File: config.mk
export PLATFORM = sky130hd
export DESIGN_NAME = exp_unit_flat
export DESIGN_NICKNAME = d
export VERILOG_FILES = /design/src/design/multiexp_pkg.sv /design/src/design/mem_if.sv /design/src/design/exp_unit.sv /design/src/flat_wrapper.sv
export VERILOG_INCLUDE_DIRS = /design/src /design/src/design
export SDC_FILE = /design/constraint.sdc
export NUM_CORES = 2
export LEC_CHECK = 0
export BUFFER_PORTS_ARGS = -buffer_cell sky130_fd_sc_hd__buf_2
export CAP_MARGIN = 40
export CELL_PAD_IN_SITES_DETAIL_PLACEMENT = 1
export CELL_PAD_IN_SITES_GLOBAL_PLACEMENT = 1
export CORE_MARGIN = 5
export CORE_UTILIZATION = 35
export CTS_CLUSTER_SIZE = 25
export DETAILED_ROUTE_END_ITERATION = 8
export GPL_TIMING_DRIVEN = 1
export PLACE_DENSITY = 0.69
export SETUP_SLACK_MARGIN = 0.2
export SYNTH_ARGS = -nofsm -noshare
export SYNTH_HDL_FRONTEND = slang
export SYNTH_SLANG_ARGS = --single-unit
File: constraint.sdc
create_clock -name clk -period 9.7 [get_ports clk]
set_input_delay 1.94 -clock clk [delete_from_list [all_inputs] [get_ports clk]]
set_output_delay 1.94 -clock clk [all_outputs]
set_load 0.1 [all_outputs]
File: src/design/multiexp_config.svh
`ifndef MULTIEXP_CONFIG_SVH
`define MULTIEXP_CONFIG_SVH

// word width of the FIFOs, the table and all arithmetic
`define MX_DATA_W       32

// table address width for 32 entries
`define MX_ADDR_W       5

// bases at 0..15 and exponents at 16..31
`define MX_EXP_OFFSET   16

// exponentiation units sharing the table
`define MX_N_UNITS      2

`endif

File: src/design/multiexp_pkg.sv
`include "multiexp_config.svh"

package multiexp_pkg;

    typedef enum logic [3:0] {
        OP_NOP   = 4'd0,
        OP_WRITE = 4'd1,                    // next input word is the data
        OP_READ  = 4'd2,                    // one output word
        OP_RUN   = 4'd3                     // operand n gives one output word
    } opcode_e;

    typedef enum logic [2:0] {
        IDLE, FETCH, DECODE, GET_DATA, MEM_WAIT, RUN_WAIT, EMIT
    } dec_state_e;

    typedef enum logic [2:0] {
        U_IDLE, U_READ_BASE, U_READ_EXP, U_SQMUL, U_NEXT, U_DONE
    } unit_state_e;

    function automatic opcode_e get_opcode(input logic [`MX_DATA_W-1:0] word);
        return opcode_e'(word[31:28]);      // out-of-range codes fall to default
    endfunction

    function automatic logic [4:0] get_operand(input logic [`MX_DATA_W-1:0] word);
        return word[4:0];                   // address or n
    endfunction

endpackage

File: src/design/mem_if.sv
`include "multiexp_config.svh"

interface mem_if;

    logic                   req;            // held until gnt
    logic                   we;
    logic [`MX_ADDR_W-1:0]  addr;
    logic [`MX_DATA_W-1:0]  wdata;
    logic                   gnt;            // access issued this cycle
    logic [`MX_DATA_W-1:0]  rdata;
    logic                   rvalid;         // one cycle after a read gnt

    modport client
        ( output req
        , output we
        , output addr
        , output wdata
        , input  gnt
        , input  rdata
        , input  rvalid
        );

    modport arbiter
        ( input  req
        , input  we
        , input  addr
        , input  wdata
        , output gnt
        , output rdata
        , output rvalid
        );

endinterface

File: src/design/exp_unit.sv
`include "multiexp_config.svh"

module exp_unit #(
    parameter int unit_id = 0
)
    ( input  logic                  clk
    , input  logic                  arst_n
    , input  logic                  start
    , input  logic [4:0]            count
    , output logic                  done
    , output logic [`MX_DATA_W-1:0] result
    , mem_if.client                 mem
    );

    import multiexp_pkg::*;

    unit_state_e            state_q;
    logic [4:0]             idx_q;          // next table index for this unit
    logic [4:0]             count_q;
    logic                   req_q;
    logic [`MX_ADDR_W-1:0]  addr_q;
    logic [`MX_DATA_W-1:0]  base_q;         // squared every step
    logic [`MX_DATA_W-1:0]  exp_q;          // shifted right every step
    logic [`MX_DATA_W-1:0]  acc_q;          // current factor
    logic [`MX_DATA_W-1:0]  prod_q;         // running partial product

    assign done      = (state_q == U_DONE);
    assign result    = prod_q;

    assign mem.req   = req_q;
    assign mem.we    = 1'b0;                // units only read
    assign mem.addr  = addr_q;
    assign mem.wdata = '0;

    always_ff @(posedge clk or negedge arst_n) begin
        if (!arst_n) begin
            state_q <= U_IDLE;
            idx_q   <= '0;
            req_q   <= 1'b0;
        end else begin
            case (state_q)
                U_IDLE: begin
                    if (start) begin
                        idx_q   <= 5'(unit_id);
                        state_q <= U_NEXT;
                    end
                end
                U_NEXT: begin
                    if (idx_q < count_q) begin
                        req_q   <= 1'b1;    // base read
                        idx_q   <= idx_q + 5'(`MX_N_UNITS);
                        state_q <= U_READ_BASE;
                    end else begin
                        state_q <= U_DONE;
                    end
                end
                U_READ_BASE: begin
                    if (mem.gnt) begin
                        req_q <= 1'b0;
                    end
                    if (mem.rvalid) begin
                        req_q   <= 1'b1;    // exponent read
                        state_q <= U_READ_EXP;
                    end
                end
                U_READ_EXP: begin
                    if (mem.gnt) begin
                        req_q <= 1'b0;
                    end
                    if (mem.rvalid) begin
                        state_q <= U_SQMUL;
                    end
                end
                U_SQMUL: begin
                    if (exp_q == '0) begin
                        state_q <= U_NEXT;
                    end
                end
                U_DONE: begin
                    state_q <= U_IDLE;
                end
                default: begin
                    state_q <= U_IDLE;
                end
            endcase
        end
    end

    always_ff @(posedge clk) begin
        if (state_q == U_IDLE && start) begin
            count_q <= count;
            acc_q   <= `MX_DATA_W'(1);
            prod_q  <= `MX_DATA_W'(1);
        end
        if (state_q == U_NEXT) begin
            prod_q <= prod_q * acc_q;       // fold in the finished factor
            addr_q <= idx_q;
        end
        if (state_q == U_READ_BASE && mem.rvalid) begin
            base_q <= mem.rdata;
            addr_q <= addr_q + `MX_ADDR_W'(`MX_EXP_OFFSET);
        end
        if (state_q == U_READ_EXP && mem.rvalid) begin
            exp_q <= mem.rdata;
            acc_q <= `MX_DATA_W'(1);
        end
        if (state_q == U_SQMUL && exp_q != '0) begin
            if (exp_q[0]) begin
                acc_q <= acc_q * base_q;
            end
            base_q <= base_q * base_q;
            exp_q  <= exp_q >> 1;
        end
    end

endmodule

File: src/flat_wrapper.sv
// flat-port wrapper written by rule: the top's interface ports become plain ports
module exp_unit_flat import multiexp_pkg::*;
#(
    parameter int unit_id = 0
)
  (clk, arst_n, start, count, done, result, mem_req, mem_we, mem_addr, mem_wdata, mem_gnt, mem_rdata, mem_rvalid);
  mem_if mem_i ();
  input  logic clk;
  input  logic arst_n;
  input  logic start;
  input  logic [4:0] count;
  output logic done;
  output logic [`MX_DATA_W-1:0] result;
  output wire logic [$bits(mem_i.req)-1:0] mem_req;
  output wire logic [$bits(mem_i.we)-1:0] mem_we;
  output wire logic [$bits(mem_i.addr)-1:0] mem_addr;
  output wire logic [$bits(mem_i.wdata)-1:0] mem_wdata;
  input wire logic [$bits(mem_i.gnt)-1:0] mem_gnt;
  input wire logic [$bits(mem_i.rdata)-1:0] mem_rdata;
  input wire logic [$bits(mem_i.rvalid)-1:0] mem_rvalid;
  assign mem_req = mem_i.req;
  assign mem_we = mem_i.we;
  assign mem_addr = mem_i.addr;
  assign mem_wdata = mem_i.wdata;
  assign mem_i.gnt = mem_gnt;
  assign mem_i.rdata = mem_rdata;
  assign mem_i.rvalid = mem_rvalid;
  exp_unit #(.unit_id(unit_id)) u_core (.clk(clk), .arst_n(arst_n), .start(start), .count(count), .done(done), .result(result), .mem(mem_i));
endmodule
==> results by stage <==
Synthesis:
- The dominant cell type by area after synthesis is fa_1.
- The most frequently used flop master after synthesis is edfxtp_1.
- The share of synthesized registers carrying an async set or reset is under 10%.
- The count of unique library cells instantiated by Yosys is 67.
- Yosys mapped a number of flops with a built-in enable equal to around 110.
- The flip-flop and latch count after synthesis is ~150.
- Yosys printed 0 warnings.
- Sorting the synthesized cells by area gives the leading types as fa_1, ha_1, inv_1, and2_1, edfxtp_1.
- Synthesis produced ~5400 cells.
- The dominant cell by count in the synthesized netlist is inv_1.
- After synthesis, the most frequently instantiated cells are inv_1, fa_1, nand2_1.
- The share of synthesized area occupied by flip-flops and latches is under 10%.
- The post-synthesis cell area is about 50000 um^2.
- The post-synthesis average cell area is roughly 9 um^2.
- The area share of the leading cell type in the synthesized netlist is 47.1%.

Timing:
- The shortest period the worst path allows is roughly 8 ns.
- The worst max-slew margin expressed relative to the limit is between 30% and 40%.
- Setup repair after global routing left no endpoint under its margin.
- The share of the clock period used by the worst path is between 80% and 90%.
- Final hold analysis gives a worst-case slack of ~0.52 ns.
- For the pin with the worst max-slew slack, the measured transition is around 0.93 ns.
- The final-report max-slew violation count was 0.
- The number of hold-slack violations in the final timing report came to 0.
- The setup total negative slack is 0 ns.
- The clock skew after layout is approximately 0.049 ns.
- Derived from the worst setup path, the maximum achievable clock frequency is approximately 120 MHz.
- The final setup violation count is 0.

GRT:
- The wire length of the first global-routing pass is approximately 250000 um.
- After global routing the overflow that remains totals 0.
- The maximum number of pins on one net before global-route repair is 58.
- The number of antenna violations at the first check in global routing is 8.
- The via count of the first global-routing pass is about 43000.
- Across every metal layer, demand over resource in global routing totals around a fifth.

Drt:
- The routed via count divided by cell count is approximately 5.
- The first-pass iteration count of the detailed router is 5.
- The final wirelength is roughly 150000 um.
- The post-detailed-route count of antenna-violating nets is 0.
- After detailed routing, the average wire length per cell comes to 20.9 um.
- The routed layout has 35900 vias.
- In this run, the number of DRC markers left after iteration 0 of detailed routing was about 1900.
- After detailed routing, the number of remaining DRC violations is 0.

Placement:
- The placement-stage cell area is approximately 53000 um^2.
- The number of buffers inserted by port buffering is 80.
- Counting tap cells, the placed design contains a total of 7253 instances.
- Detailed placement finished with a half-perimeter wire length of around 120000 um.
- The placer's final routability congestion estimate is between 0.8 and 0.9.

Floorplanning:
- The horizontal die dimension is slightly below 400 um.
- The top-level I/O count is about 110.
- The die covers around 150000 um^2.
- The floorplan row count is roughly 140.
- The initial core utilization is between 30% and 40%.
- The die is roughly 390 um tall.
- The core outline area is 143000 um^2.

Worst setup path:
- The kind of cell with the highest combined delay along the critical path is adder cells.
- The longest individual stage delay on the worst path is 0.82 ns.
- The worst register-to-register path ends at u_core.result[28]$_SDFFCE_PN0P_.
- The launching element of the worst setup path is u_core.acc_q[2]$_DFF_P_.
- Data arrives at the worst endpoint at 8.36 ns.
- The critical path is of the flip-flop to flip-flop type.
- The critical path crosses 24 cells after its start point.
- The critical path contains buffers and inverters numbering 6 combined.
- The slowest library cell on the worst path is dfxtp_2.
- Walking the worst path, the cells encountered are buf_4 -> nand2_1 -> fa_1 -> inv_1 -> fa_1 -> inv_1 -> fa_1 -> fa_1 -> inv_1 -> ha_1 -> ha_1 -> inv_1 -> fa_1 -> inv_1 -> fa_1 -> ha_1 -> or3_1 -> a211oi_1 -> o21ai_1 -> a311oi_1 -> o311ai_0 -> a21oi_1 -> xor2_1 -> nor2_1.
- The sort of element at the start of the critical path is a flip-flop.
- The worst register-to-register path has a depth of 24.
- The setup slack of the worst register-to-register path is roughly 1.6 ns.
- For the worst setup path, the data required time is just under 10 ns.
- Along the worst path, the maximum fanout reaches 37.
- The critical path's most frequent cell is fa_1.
- The reg-to-reg critical path startpoint is u_core.acc_q[2]$_DFF_P_.
- The kind of capture point of the worst setup path is a flip-flop.

Clock network:
- Post-CTS repair changed the size of 0 cells.
- The post-CTS repair timing setup buffer count is 0.
- After clock tree synthesis, the clock-pin slew on the worst setup and hold paths is ~0.08 ns.
- The CTS tree is yes.
- The H-tree depth is 4.
- The buffer type at the clock tree root is clkbuf_16.
- In this run, post-CTS hold repair placed 0 buffers.
- At the later pin of the worst-skew pair, clock insertion delay measures roughly 0.54 ns.
- Clock tree synthesis found a total of between 100 and 150 sinks.
- The worst-case clock buffer depth is 2.
- The clock buffer count from CTS is 17.

Run:
- The tool flagged a number of max-cap violations equal to 0.

Layout:
- For this run, the number of standard cells in the final layout without fillers is around 7300.
- The area occupied by multi-input gates is slightly above 40000 um^2.
- The final net count is ~7000.
- The filler cells instantiated in the layout total 16800.
- The combined flip-flop and latch cell area is ~4000 um^2.
- The area overhead of the layout relative to synthesis is 6.70%.
- The finished cells cover ~54000 um^2.
- The ratio of cells with drive above 1 in the final layout is under 10%.

Run status:
- The flow ran to the end, and the final reports show no timing, DRC or antenna violations.

Min path:
- In this run the most critical hold path is launched from u_core.acc_q[31]$_DFF_P_.
- The hold-critical path depth is 2.
- The worst min-delay path category is flip-flop to flip-flop.
- The endpoint of the worst hold-timing path is u_core.acc_q[31]$_DFF_P_.
[state kept, by name, summed over array words and instances (netlist names)]
register         cells
u_core.idx_q         4
u_core.base_q       32
u_core.result       32
u_core.mem.addr      5
u_core.mem.req       1
u_core.count_q       5
u_core.acc_q        32
u_core.exp_q        32
u_core.state_q       3
[routing by layer]
layer	vias to the layer above	track usage, %	part of all wire, %
met1	19100	26.4	41
met2	866	36.3	50
met4	4	7.12	3.7
li1	15600	-	-
met5	-	0	0.020
met3	256	3.92	5.3
[cell usage in the layout (no fill, tap or decap), types with 5 or more instances in the layout]
master,n
buf_2,80
nor4_1,9
dfxtp_1,22
clkbuf_16,17
conb_1,34
nand2_1,802
edfxtp_1,105
dfxtp_2,11
buf_12,5
buf_16,7
o21bai_1,6
xor2_1,66
o31ai_1,11
nand2b_1,17
o21ai_1,11
clkinv_8,5
fa_1,1183
a31oi_1,7
buf_8,7
inv_1,1250
a21o_1,37
dfrtp_1,8
o21ai_0,79
nor2_1,67
ha_1,376
o21a_1,20
and3_1,11
or3_1,8
a21oi_1,68
nor2b_1,14
buf_4,95
nor3_1,21
a211oi_1,13
xnor2_1,147
nand4_1,5
and2_1,645
nand3_1,39
[logic make-up (layout without fill, tap and decap cells)]
logic type,after synthesis,after routing,share of synthesized area (%)
compound gates,294,294,3.73
xor+xnor,213,213,3.71
fa+ha+maj,1559,1559,56.4
buf+inv,1566,1477,11.9
flops,146,146,7.98
mux,4,4,0.0845
other cells,1,36,0.00745
simple gates,1657,1657,16.2
[worst max-delay path by stage]
stage                                           end  slack, ns
floorplan           u_core.result[29]$_SDFFCE_PN0P_       1.96
finish              u_core.result[28]$_SDFFCE_PN0P_       1.58
global placement    u_core.result[28]$_SDFFCE_PN0P_       1.80
detailed placement  u_core.result[28]$_SDFFCE_PN0P_       1.63
global route        u_core.result[28]$_SDFFCE_PN0P_       1.27
CTS                 u_core.result[28]$_SDFFCE_PN0P_       1.67
[worst reg2reg max path, delay by kind of cell (launching register included)]
family                     cells  cell delay, ns
AOI/OAI and AO/OA              5            1.94
adders and majority gates      9            3.37
DFF                            1            0.82
and+or+nand+nor                3            0.62
xor gates and xnor gates       1            0.15
buffers and inverters          6            0.96
[final cells by class]
cell class	count	share of cell area (%)
inverters	1250	8.74
well taps	1903	4.43
repair buffers	195	2.84
clock buffers	17	0.792
clock inverters	15	0.333
diodes	2	0.00932
multi-input cells	3761	75.4
flip-flops and latches	146	7.50
[stage by stage]
step,setup slack (ns),util (%)
4_1_cts,1.67,37.4
5_1_grt,1.27,37.5
2_1_floorplan,1.96,-
3_3_place_gp,1.80,36.8
3_5_place_dp,1.63,37.0
6_report,1.58,37.5
Power is not shown: default switching activity piles up to over one toggle a cycle in this logic, so the estimate is an artifact.
